File: config.mk
export PLATFORM = sky130hd
export DESIGN_NAME = bf16Adder
export DESIGN_NICKNAME = d
export VERILOG_FILES = /design/src/design/bf16Pkg.sv /design/src/design/addPipePkg.sv /design/src/design/bf16Align.sv /design/src/design/bf16Combine.sv /design/src/design/bf16Normalize.sv /design/src/design/bf16Adder.sv
export VERILOG_INCLUDE_DIRS = /design/src /design/src/design
export SDC_FILE = /design/constraint.sdc
export NUM_CORES = 1
export LEC_CHECK = 0
export CAP_MARGIN = 5
export CORE_UTILIZATION = 48
export DETAILED_ROUTE_END_ITERATION = 12
export DONT_BUFFER_PORTS = 1
export GPL_ROUTABILITY_DRIVEN = 1
export HOLD_SLACK_MARGIN = 0.12
export PLACE_DENSITY = 0.66
export RECOVER_POWER = 25
export SLEW_MARGIN = 20
export SYNTH_ARGS = -nofsm -noshare
export SYNTH_HDL_FRONTEND = slang
export SYNTH_HIERARCHICAL = 1
export SYNTH_SLANG_ARGS = --single-unit
File: constraint.sdc
create_clock -name clk -period 8.5 [get_ports clk]
set_input_delay 0.85 -clock clk [delete_from_list [all_inputs] [get_ports clk]]
set_output_delay 0.85 -clock clk [all_outputs]
set_load 0.05 [all_outputs]
File: src/design/bf16_settings.svh
`ifndef BF16_SETTINGS_SVH
`define BF16_SETTINGS_SVH

`default_nettype none

// Field widths of the bfloat16 format
`define BF16_EXP_WIDTH 8
`define BF16_MAN_WIDTH 7

// Exponent value that marks an infinity
`define BF16_EXP_MAX 255

// Clocks from operands to result
`define ADD_LATENCY 3

`default_nettype wire

`endif

File: src/design/bf16Pkg.sv
`include "bf16_settings.svh"

`default_nettype none

package bf16Pkg;

    // ------------------------------------------------------------------------
    // Field types of the number format
    // ------------------------------------------------------------------------
    typedef logic [`BF16_EXP_WIDTH-1:0] bf16Exp;
    typedef logic [`BF16_MAN_WIDTH-1:0] bf16Man;

    // Significand with the hidden one in front
    typedef logic [`BF16_MAN_WIDTH:0] bf16Sig;

    typedef struct packed {
        logic   sign;
        bf16Exp exponent;
        bf16Man mantissa;
    } bf16Fields;

    // One word, read either as raw bits or as its fields
    typedef union packed {
        logic [`BF16_EXP_WIDTH+`BF16_MAN_WIDTH:0] bits;
        bf16Fields                                fields;
    } bf16Word;

    // ------------------------------------------------------------------------
    // Status of one addition
    // ------------------------------------------------------------------------
    typedef struct packed {
        logic overflow;
        logic underflow;
        logic inexact;
    } addFlags;

endpackage

`default_nettype wire

File: src/design/addPipePkg.sv
`include "bf16_settings.svh"

`default_nettype none

package addPipePkg;

    // Significand result with room for the carry
    typedef logic [`BF16_MAN_WIDTH+1:0] sumSig;

    // ------------------------------------------------------------------------
    // Align to combine
    // ------------------------------------------------------------------------
    typedef struct packed {
        logic            sign;
        logic            subtract;
        bf16Pkg::bf16Exp exponent;
        bf16Pkg::bf16Sig bigSig;
        bf16Pkg::bf16Sig smallSig;
        logic            sticky;
        // Equal magnitudes under subtraction
        logic            zeroResult;
    } alignedOps;

    // ------------------------------------------------------------------------
    // Combine to normalize
    // ------------------------------------------------------------------------
    typedef struct packed {
        logic            sign;
        bf16Pkg::bf16Exp exponent;
        sumSig           significand;
        logic            sticky;
        logic            zeroResult;
    } rawSum;

endpackage

`default_nettype wire

File: src/design/bf16Align.sv
`timescale 1ns/1ps

`include "bf16_settings.svh"

`default_nettype none

module bf16Align (
    input  logic                  clk,
    input  logic                  reset,
    input  bf16Pkg::bf16Word      opA,
    input  bf16Pkg::bf16Word      opB,
    output addPipePkg::alignedOps aligned
);

    import bf16Pkg::*;
    import addPipePkg::*;

    bf16Fields  fieldsA;
    bf16Fields  fieldsB;
    bf16Sig     sigA;
    bf16Sig     sigB;
    logic       aLarger;
    logic       sameMagnitude;
    bf16Exp     bigExp;
    bf16Exp     smallExp;
    bf16Exp     expDiff;
    bf16Sig     bigSig;
    bf16Sig     smallSig;
    logic [3:0] shiftAmount;
    logic [2*(`BF16_MAN_WIDTH+1)-1:0] shiftWindow;
    alignedOps  alignNext;

    assign fieldsA = opA.fields;
    assign fieldsB = opB.fields;

    // ------------------------------------------------------------------------
    // Unpack, flushing exponent 0 to zero
    // ------------------------------------------------------------------------
    assign sigA = (fieldsA.exponent == '0) ? '0 : {1'b1, fieldsA.mantissa};
    assign sigB = (fieldsB.exponent == '0) ? '0 : {1'b1, fieldsB.mantissa};

    // Exponent first, then significand decides the order
    assign aLarger       = {fieldsA.exponent, sigA} >= {fieldsB.exponent, sigB};
    assign sameMagnitude = {fieldsA.exponent, sigA} == {fieldsB.exponent, sigB};

    assign bigExp   = aLarger ? fieldsA.exponent : fieldsB.exponent;
    assign smallExp = aLarger ? fieldsB.exponent : fieldsA.exponent;
    assign bigSig   = aLarger ? sigA : sigB;
    assign smallSig = aLarger ? sigB : sigA;

    assign expDiff = bigExp - smallExp;

    // ------------------------------------------------------------------------
    // Alignment shift
    // ------------------------------------------------------------------------
    // Shifts of a full significand or more leave nothing behind
    assign shiftAmount = (expDiff > bf16Exp'(`BF16_MAN_WIDTH + 1))
                       ? 4'(`BF16_MAN_WIDTH + 1) : expDiff[3:0];

    // Upper half keeps the aligned value, lower half catches lost bits
    assign shiftWindow = {smallSig, bf16Sig'(0)} >> shiftAmount;

    always_comb begin
        alignNext.sign       = aLarger ? fieldsA.sign : fieldsB.sign;
        alignNext.subtract   = fieldsA.sign ^ fieldsB.sign;
        alignNext.exponent   = bigExp;
        alignNext.bigSig     = bigSig;
        alignNext.smallSig   = shiftWindow[2*(`BF16_MAN_WIDTH+1)-1:`BF16_MAN_WIDTH+1];
        alignNext.sticky     = |shiftWindow[`BF16_MAN_WIDTH:0];
        alignNext.zeroResult = sameMagnitude && alignNext.subtract;
    end

    always_ff @(posedge clk) begin
        if (reset) begin
            aligned <= '0;
        end else begin
            aligned <= alignNext;
        end
    end

endmodule

`default_nettype wire

File: src/design/bf16Combine.sv
`timescale 1ns/1ps

`default_nettype none

module bf16Combine (
    input  logic                  clk,
    input  logic                  reset,
    input  addPipePkg::alignedOps aligned,
    output addPipePkg::rawSum     raw
);

    import addPipePkg::*;

    sumSig sigResult;

    // ------------------------------------------------------------------------
    // Significand add or subtract
    // ------------------------------------------------------------------------
    // The larger operand is on the left, so the difference never goes negative
    always_comb begin
        if (aligned.subtract) begin
            sigResult = {1'b0, aligned.bigSig} - {1'b0, aligned.smallSig};
        end else begin
            sigResult = {1'b0, aligned.bigSig} + {1'b0, aligned.smallSig};
        end
    end

    always_ff @(posedge clk) begin
        if (reset) begin
            raw <= '0;
        end else begin
            raw.sign        <= aligned.sign;
            raw.exponent    <= aligned.exponent;
            raw.significand <= sigResult;
            raw.sticky      <= aligned.sticky;
            raw.zeroResult  <= aligned.zeroResult;
        end
    end

endmodule

`default_nettype wire

File: src/design/bf16Normalize.sv
`timescale 1ns/1ps

`include "bf16_settings.svh"

`default_nettype none

module bf16Normalize (
    input  logic              clk,
    input  logic              reset,
    input  addPipePkg::rawSum raw,
    output bf16Pkg::bf16Word  sum,
    output bf16Pkg::addFlags  flags
);

    import bf16Pkg::*;

    logic                     carry;
    logic [2:0]               leadCount;
    bf16Exp                   leadShift;
    bf16Sig                   normSig;
    logic [`BF16_EXP_WIDTH:0] normExp;
    logic                     isZero;
    logic                     underflowNext;
    logic                     overflowNext;
    logic                     inexactNext;
    bf16Word                  sumNext;
    addFlags                  flagsNext;

    // Position of the leading one, counted from the top
    function automatic logic [2:0] leadZeros(input bf16Sig value);
        logic [2:0] count;
        count = 3'd0;
        for (int i = 0; i <= `BF16_MAN_WIDTH; i++) begin
            if (value[i]) begin
                count = 3'(`BF16_MAN_WIDTH - i);
            end
        end
        return count;
    endfunction

    assign carry     = raw.significand[`BF16_MAN_WIDTH+1];
    assign leadCount = leadZeros(raw.significand[`BF16_MAN_WIDTH:0]);
    assign leadShift = {{(`BF16_EXP_WIDTH-3){1'b0}}, leadCount};
    assign isZero    = raw.zeroResult || (raw.significand == '0);

    // ------------------------------------------------------------------------
    // Renormalize
    // ------------------------------------------------------------------------
    always_comb begin
        if (carry) begin
            normSig     = raw.significand[`BF16_MAN_WIDTH+1:1];
            normExp     = {1'b0, raw.exponent} + {{`BF16_EXP_WIDTH{1'b0}}, 1'b1};
            inexactNext = raw.sticky | raw.significand[0];
        end else begin
            normSig     = raw.significand[`BF16_MAN_WIDTH:0] << leadCount;
            normExp     = {1'b0, raw.exponent - leadShift};
            inexactNext = raw.sticky;
        end
    end

    // Exponent would drop to 0 or below
    assign underflowNext = !isZero && !carry && (raw.exponent <= leadShift);

    assign overflowNext = !isZero && !underflowNext
                        && (normExp >= {1'b0, bf16Exp'(`BF16_EXP_MAX)});

    // ------------------------------------------------------------------------
    // Special cases and packing
    // ------------------------------------------------------------------------
    always_comb begin
        sumNext.fields.sign     = raw.sign;
        sumNext.fields.exponent = normExp[`BF16_EXP_WIDTH-1:0];
        sumNext.fields.mantissa = normSig[`BF16_MAN_WIDTH-1:0];

        if (isZero) begin
            // Cancellation always gives +0
            sumNext.fields.sign     = raw.sign & ~raw.zeroResult;
            sumNext.fields.exponent = '0;
            sumNext.fields.mantissa = '0;
        end else if (underflowNext) begin
            sumNext.fields.exponent = '0;
            sumNext.fields.mantissa = '0;
        end else if (overflowNext) begin
            // Signed infinity
            sumNext.fields.exponent = bf16Exp'(`BF16_EXP_MAX);
            sumNext.fields.mantissa = '0;
        end
    end

    always_comb begin
        flagsNext.overflow  = overflowNext;
        flagsNext.underflow = underflowNext;
        flagsNext.inexact   = inexactNext;
    end

    always_ff @(posedge clk) begin
        if (reset) begin
            sum   <= '0;
            flags <= '0;
        end else begin
            sum   <= sumNext;
            flags <= flagsNext;
        end
    end

endmodule

`default_nettype wire

File: src/design/bf16Adder.sv
`timescale 1ns/1ps

`default_nettype none

module bf16Adder (
    input  logic             clk,
    input  logic             reset,
    input  bf16Pkg::bf16Word opA,
    input  bf16Pkg::bf16Word opB,
    output bf16Pkg::bf16Word sum,
    output bf16Pkg::addFlags flags
);

    import addPipePkg::*;

    // Stage registers between the three pipeline steps
    alignedOps alignedStage;
    rawSum     rawStage;

    // ------------------------------------------------------------------------
    // Stage 1, align
    // ------------------------------------------------------------------------
    bf16Align bf16Align_i (
        .clk     (clk),
        .reset   (reset),
        .opA     (opA),
        .opB     (opB),
        .aligned (alignedStage)
    );

    // ------------------------------------------------------------------------
    // Stage 2, combine
    // ------------------------------------------------------------------------
    bf16Combine bf16Combine_i (
        .clk     (clk),
        .reset   (reset),
        .aligned (alignedStage),
        .raw     (rawStage)
    );

    // ------------------------------------------------------------------------
    // Stage 3, normalize and flag
    // ------------------------------------------------------------------------
    bf16Normalize bf16Normalize_i (
        .clk   (clk),
        .reset (reset),
        .raw   (rawStage),
        .sum   (sum),
        .flags (flags)
    );

endmodule

`default_nettype wire

==> flow_metrics.py, run 1 <==
metrics = {
    "global_route": {
        "antenna_found_initial": 0,
        "grt_start_max_net_pins": 54,
        "grt_pass1_vias": 4393,
        "overflow": 0,
        "grt_pass1_wl_um": 21100,
        "grt_use_total": 0.237,
    },
    "detailed_routing": {
        "wl_per_cell_um": 16.7,
        "drt_iter0_markers": 370,
        "drc": 0,
        "vias_per_cell": 6.19,
        "ant_nets": 0,
        "vias": 4649,
        "dr.pass1.iters": 7,
        "wl_um": 12600,
    },
    "cells_and_area": {
        "fin_area_um2": 5340,
        "fillerInstances": 1002,
        "finalNetCount": 676,
        "drive_gt1_frac": 0.106,
        "fin_cells": 751,
        "fin_util": 0.520,
        "area_growth_syn_to_layout_pct": 5.38,
        "n_antenna_cell": 0,
    },
    "clock_tree": {
        "cts_repair_resize_count": 0,
        "ctsRootBufferMaster": "clkbuf_8",
        "cts.sinks": 67,
        "clk_pin_slew_ns": 0.08,
        "cts_buffers": 9,
        "clk_latency_ns": 0.34,
        "cts_hold_buf": 0,
        "tritoncts": "yes",
        "cts_setup_buffers": 0,
        "htreeDepth": 3,
        "clockBufferDepth": 2,
    },
    "power_and_ir_drop": {
        "p_leak_nw": 2.02,
        "p_int_uw": 716,
        "fin_total_pwr_mw": 1.17,
        "p_seq_frac": 0.382,
        "peakVddDrop_mv": 0.118,
        "switching_power_uw": 458,
        "power_frac_comb": 0.338,
        "power_density_nw_per_um2": 220,
        "clkPwrFrac": 0.279,
        "swShare": 0.390,
    },
    "place": {
        "dpl.hpwl_um": 9490,
        "gp_congestion": 0.955,
        "dp.cells": 735,
        "pre_cts_slack_ns": 3.32,
        "placed_area_um2": 5090,
        "io_buffers": 0,
    },
    "sta": {
        "hold_viol": 0,
        "setup_viol": 0,
        "slew_headroom": 0.334,
        "postLayoutSetupSlackWorst_ns": 3.61,
        "setup_tns_ns": 0,
        "rsz0062_at_grt": "no",
        "clock-skew-final_ns": 0.0127,
        "whs_ns": 0.428,
        "fmax_ghz": 0.205,
        "finalCritPeriodShare": 0.575,
        "fin_crit_ns": 4.89,
        "worst_pin_slew_ns": 0.998,
        "drv_slew": 0,
    },
    "worst_setup_path": {
        "critPathMaxFanout": 8,
        "crit_type": "in -> reg",
        "critical-path-top-delay-family": "compound AO/OA/AOI/OAI gates",
        "slowest_delay_ns": 0.52,
        "regToRegEndpoint": "bf16Normalize_i/sum[4]$_SDFF_PP0_",
        "ff2ff_setup_slack_ns": 4.75,
        "crit_slowest_cell": "a41oi_2",
        "worstRegToRegCells": 9,
        "crit_path_end_kind": "register",
        "crit_path_frequent_cell": "nand2_1",
        "cp.arrival_ns": 5.11,
        "worstSetupStartpointType": "primary input",
        "cp_num_buf_inv": 0,
        "path_cells": "nor4_1 > nand2_1 > nand2_1 > ha_1 > a21oi_1 > o21ai_0 > a41oi_2 > nand3_1 > o221ai_1 > a31oi_1 > a211oi_1 > o32ai_2 > nor3_4 > o22ai_1 > a2111oi_1",
        "reg2reg_from": "bf16Combine_i/raw[7]$_SDFF_PP0_",
        "required_ns": 8.72,
    },
    "synthesis": {
        "yosysTopAreaCell": "dfxtp_1",
        "synth_cells": 628,
        "syn_area_um2": 5070,
        "synth_seq_area_share": 0.265,
        "async_flop_share": 0,
        "synth_cell_types": 95,
        "ys_seq_elements": 67,
        "synth_area_leaders": "dfxtp_1 26%, ha_1 7.4%, a21oi_1 6.3%",
        "synth_most_common_cell": "dfxtp_1",
        "avgSynthCellArea_um2": 8.07,
        "synthTopCellsByCount": "67 x dfxtp_1, 64 x a21oi_1, 62 x nand2_1, 60 x nor2_1, 35 x inv_1",
        "synth_warnings": 6,
        "synth_flop_cell": "dfxtp_1",
        "synth-edff-count": 0,
        "synth_top_area_frac": 0.265,
        "syn_nets": 694,
    },
    "hold_path": {
        "hp-class": "reg -> reg",
        "hp-start": "bf16Align_i/aligned[18]$_SDFF_PP0_",
        "hold_end": "bf16Combine_i/raw[11]$_SDFF_PP0_",
        "whs_path_depth": 1,
    },
    "floorplanning": {
        "die_w_um": 105,
        "die_area_um2": 11000,
        "io_pins": 53,
        "core_um2": 10300,
        "rows": 37,
        "die_h_um": 105,
        "start_util": 0.493,
    },
    "run": {
        "cap_violations": 0,
    },
    "run_status": {
        "status": "complete, no violations",
    },
}
==> worst max-delay path by stage <==
stage | from | slack (ns) | to | depth (start not counted)
finish | opB[11] | 3.61 | bf16Align_i/aligned[5]$_SDFF_PP0_ | 15
global route | opB[11] | 3.38 | bf16Align_i/aligned[5]$_SDFF_PP0_ | 15
CTS | opA[11] | 3.66 | bf16Align_i/aligned[5]$_SDFF_PP0_ | 16
detailed placement | opA[11] | 3.32 | bf16Align_i/aligned[5]$_SDFF_PP0_ | 16
global placement | opA[11] | 3.47 | bf16Align_i/aligned[9]$_SDFF_PP0_ | 16
floorplan | opA[8] | 3.98 | bf16Align_i/aligned[9]$_SDFF_PP0_ | 15
==> final cells by class <==
type | count | area [um^2] | share of cell area
clock buffer | 10 | 138 | 0.0258
clock inverter | 6 | 111 | 0.0209
sequential | 67 | 1340 | 0.251
inverter | 35 | 131 | 0.0246
tap | 136 | 170 | 0.0319
multi-input combinational | 495 | 3430 | 0.643
timing repair buffer | 2 | 15.0 | 0.00281
==> registers in the layout, summed over array words and instances, names as in the netlist <==
| signal | count |
|---|---|
| bf16Normalize_i/sum | 16 |
| bf16Normalize_i/flags | 3 |
| bf16Align_i/aligned | 28 |
| bf16Combine_i/raw | 20 |
==> routing by layer <==
layer | global-route usage | vias to the layer above | part of all wire
met5 | 0 | - | 0
met4 | 0.0795 | 0 | 0.023
met3 | 0.0474 | 27 | 0.063
met2 | 0.395 | 194 | 0.47
met1 | 0.304 | 2154 | 0.44
li1 | - | 2274 | -
==> power groups by stage <==
| stage | registers, mW | logic, mW | clock network (mW) |
|---|---|---|---|
| 5_1_grt | 0.455 | 0.443 | 0.350 |
| 3_3_place_gp | 0.455 | 0.387 | 0 |
| 3_5_place_dp | 0.456 | 0.391 | 0 |
| 6_report | 0.449 | 0.397 | 0.328 |
| 4_1_cts | 0.449 | 0.394 | 0.332 |
| 2_1_floorplan | 0.431 | 0.348 | 0 |
==> layout by cell type, fill, tap and decap left out, drive strengths merged, types with 6 or more instances in the layout <==
cell,instances
inv,36
ha,30
o21ai,24
nand2,63
nand2b,6
o31ai,6
a211oi,7
mux2i,6
and2,7
nand4,9
nor3b,8
nor2b,20
dfxtp,67
a21oi,67
xor2,6
nor3,22
nor2,60
nor4b,7
a31oi,11
clkbuf,10
nor4,13
and3,8
nand3,11
xnor2,13
==> cell families after synthesis <==
kind of cell,share of synthesized area
buffers and inverters,0.0578
multiplexers,0.0237
AO/OA/AOI/OAI,0.256
XOR/XNOR,0.0328
flip-flops,0.265
adder cells (fa/ha/maj),0.0820
AND/OR/NAND/NOR,0.283
Power figures use the tool's default switching activity.
==> inputs of run 2 (changes only) <==
--- a/config.mk
+++ b/config.mk
@@ -12,7 +12,7 @@
 export DONT_BUFFER_PORTS = 1
 export GPL_ROUTABILITY_DRIVEN = 1
 export HOLD_SLACK_MARGIN = 0.12
-export PLACE_DENSITY = 0.66
+export PLACE_DENSITY = 0.68
 export RECOVER_POWER = 25
 export SLEW_MARGIN = 20
 export SYNTH_ARGS = -nofsm -noshare
==> constraint.sdc (replaced) <==
create_clock -name clk -period 4.4 [get_ports clk]
set_input_delay 0.44 -clock clk [delete_from_list [all_inputs] [get_ports clk]]
set_output_delay 0.44 -clock clk [all_outputs]
set_load 0.05 [all_outputs]
==> flow_metrics.py, run 2 (same netlist as run 1, synthesis figures left out) <==
metrics = {
    "run_status": {
        "status": "complete, no violations",
    },
    "global_route": {
        "grt_pass1_wl_um": 23000,
        "top_usage_layer": "met2",
        "met2_usage": 0.472,
        "grt_use_total": 0.261,
        "overflow": 0,
        "grt_pass1_vias": 4813,
        "antenna_found_initial": 0,
        "met3_usage": 0.0430,
        "grt_start_max_net_pins": 54,
        "grt_use_met1": 0.304,
    },
    "worst_setup_path": {
        "crit_slowest_cell": "or3_4",
        "crit_path_end_kind": "register",
        "critPathMaxFanout": 8,
        "crit_path_frequent_cell": "buf_4",
        "path_cells": "nor4_1 > nand2_2 > buf_4 > and2_1 > ha_1 > nor3_1 > a221oi_2 > buf_4 > buf_4 > o311ai_4 > o211ai_4 > and4_4 > nor4b_4 > o32a_2 > nand3_2 > or3_4 > nor4_2",
        "worstSetupStartpointType": "primary input",
        "worstRegToRegCells": 12,
        "required_ns": 4.66,
        "ff2ff_setup_slack_ns": 0.81,
        "cp_num_buf_inv": 3,
        "slowest_delay_ns": 0.43,
        "crit_type": "in -> reg",
        "regToRegEndpoint": "bf16Normalize_i/sum[2]$_SDFF_PP0_",
        "critical-path-top-delay-family": "simple AND/OR/NAND/NOR gates",
        "reg2reg_from": "bf16Combine_i/raw[7]$_SDFF_PP0_",
        "cp.arrival_ns": 4.40,
    },
    "cells_and_area": {
        "fin_area_um2": 5780,
        "ff_latch_area_um2": 1340,
        "regMostFlops": "bf16Align_i/aligned",
        "final_cell_mix": "67 x dfxtp_1, 64 x a21oi_1, 62 x nand2_1, 60 x nor2_1, 58 x buf_4",
        "finalNetCount": 732,
        "multi_input_area_um2": 3460,
        "final_common_cell": "dfxtp_1",
        "top_regs": "bf16Align_i/aligned: 28 flops, bf16Combine_i/raw: 20 flops, bf16Normalize_i/sum: 16 flops",
        "drive_gt1_frac": 0.184,
        "area_growth_syn_to_layout_pct": 14.1,
        "fillerInstances": 972,
        "fin_cells": 806,
        "n_antenna_cell": 0,
        "largest_reg_flops": 28,
    },
    "floorplanning": {
        "die_w_um": 105,
        "io_pins": 53,
        "rows": 37,
        "die_h_um": 105,
        "start_util": 0.493,
        "core_um2": 10300,
        "die_area_um2": 11000,
    },
    "sta": {
        "worst_pin_slew_ns": 1.03,
        "slew_headroom": 0.312,
        "clock-skew-final_ns": 0.0126,
        "hold_viol": 0,
        "rsz0062_at_grt": "no",
        "setup_tns_ns": 0,
        "setup_viol": 0,
        "finalCritPeriodShare": 0.941,
        "fin_crit_ns": 4.14,
        "fmax_ghz": 0.242,
        "drv_slew": 0,
    },
    "hold_path": {
        "hold_end": "bf16Align_i/aligned[16]$_SDFF_PP0_",
        "hp-class": "in -> reg",
        "whs_path_depth": 1,
        "hp-start": "reset",
    },
    "run": {
        "cap_violations": 0,
    },
    "detailed_routing": {
        "drt_iter0_markers": 242,
        "drc": 0,
        "vias": 4845,
        "dr.pass1.iters": 5,
        "wl_um": 13900,
        "ant_nets": 0,
        "wl_per_cell_um": 17.3,
        "vias_per_cell": 6.01,
    },
    "clock_tree": {
        "cts.sinks": 67,
        "htreeDepth": 3,
        "cts_hold_buf": 0,
        "tritoncts": "yes",
        "clk_latency_ns": 0.35,
        "cts_setup_buffers": 0,
        "clockBufferDepth": 2,
        "ctsRootBufferMaster": "clkbuf_8",
        "cts_buffers": 9,
        "clk_pin_slew_ns": 0.07,
    },
    "place": {
        "placed_area_um2": 5510,
        "io_buffers": 0,
        "gp_congestion": 0.930,
        "dp.cells": 791,
        "dpl.hpwl_um": 10800,
    },
    "power_and_ir_drop": {
        "power_density_nw_per_um2": 409,
        "peakVddDrop_mv": 0.215,
        "p_leak_nw": 2.29,
    },
}
[run 2: per-layer routing]
metal	vias up	routed length (um)
li1	2377	-
met1	2231	5790
met2	197	6970
met3	40	708
met4	0	448
met5	-	0
[run 2: worst max path at each step]
| stage | depth (start not counted) | endpoint | startpoint |
|---|---|---|---|
| 2_1_floorplan | 15 | bf16Align_i/aligned[9]$_SDFF_PP0_ | opA[8] |
| 3_3_place_gp | 17 | bf16Align_i/aligned[1]$_SDFF_PP0_ | opA[11] |
| 3_5_place_dp | 18 | bf16Align_i/aligned[3]$_SDFF_PP0_ | opA[11] |
| 4_1_cts | 17 | bf16Align_i/aligned[1]$_SDFF_PP0_ | opA[11] |
| 5_1_grt | 16 | bf16Align_i/aligned[9]$_SDFF_PP0_ | opA[8] |
| 6_report | 17 | bf16Align_i/aligned[9]$_SDFF_PP0_ | opA[8] |
[run 2: power by group]
group          leakage, nW  internal (mW)  switching, mW  total (mW)
Clock                0.122          0.404          0.233       0.637
Combinational         1.62          0.383          0.476       0.859
Sequential           0.550          0.675          0.195       0.870
[run 2: timing repair]
action	4_1_cts	5_1_grt
endpoints found under the setup margin	0	9
gates resized for setup	0	5
endpoints found under the hold margin	0	0
[run 2: through the flow]
stage | total power [mW] | worst slack (ns) | util | hold slack [ns]
2_1_floorplan | 1.50 | 0.287 | - | 0.406
6_report | 2.37 | 0.261 | 0.563 | 0.170
3_5_place_dp | 1.72 | -0.224 | 0.536 | 0.429
3_3_place_gp | 1.70 | -0.191 | 0.536 | 0.425
4_1_cts | 2.36 | 0.130 | 0.561 | 0.149
5_1_grt | 2.50 | 0.0436 | 0.563 | 0.149
[run 2: final cells by class]
class / count / area share
inverter: 35 / 0.0227
sequential: 67 / 0.232
timing repair buffer: 58 / 0.0753
clock inverter: 4 / 0.0169
multi-input combinational: 495 / 0.598
tap: 136 / 0.0294
clock buffer: 11 / 0.0262
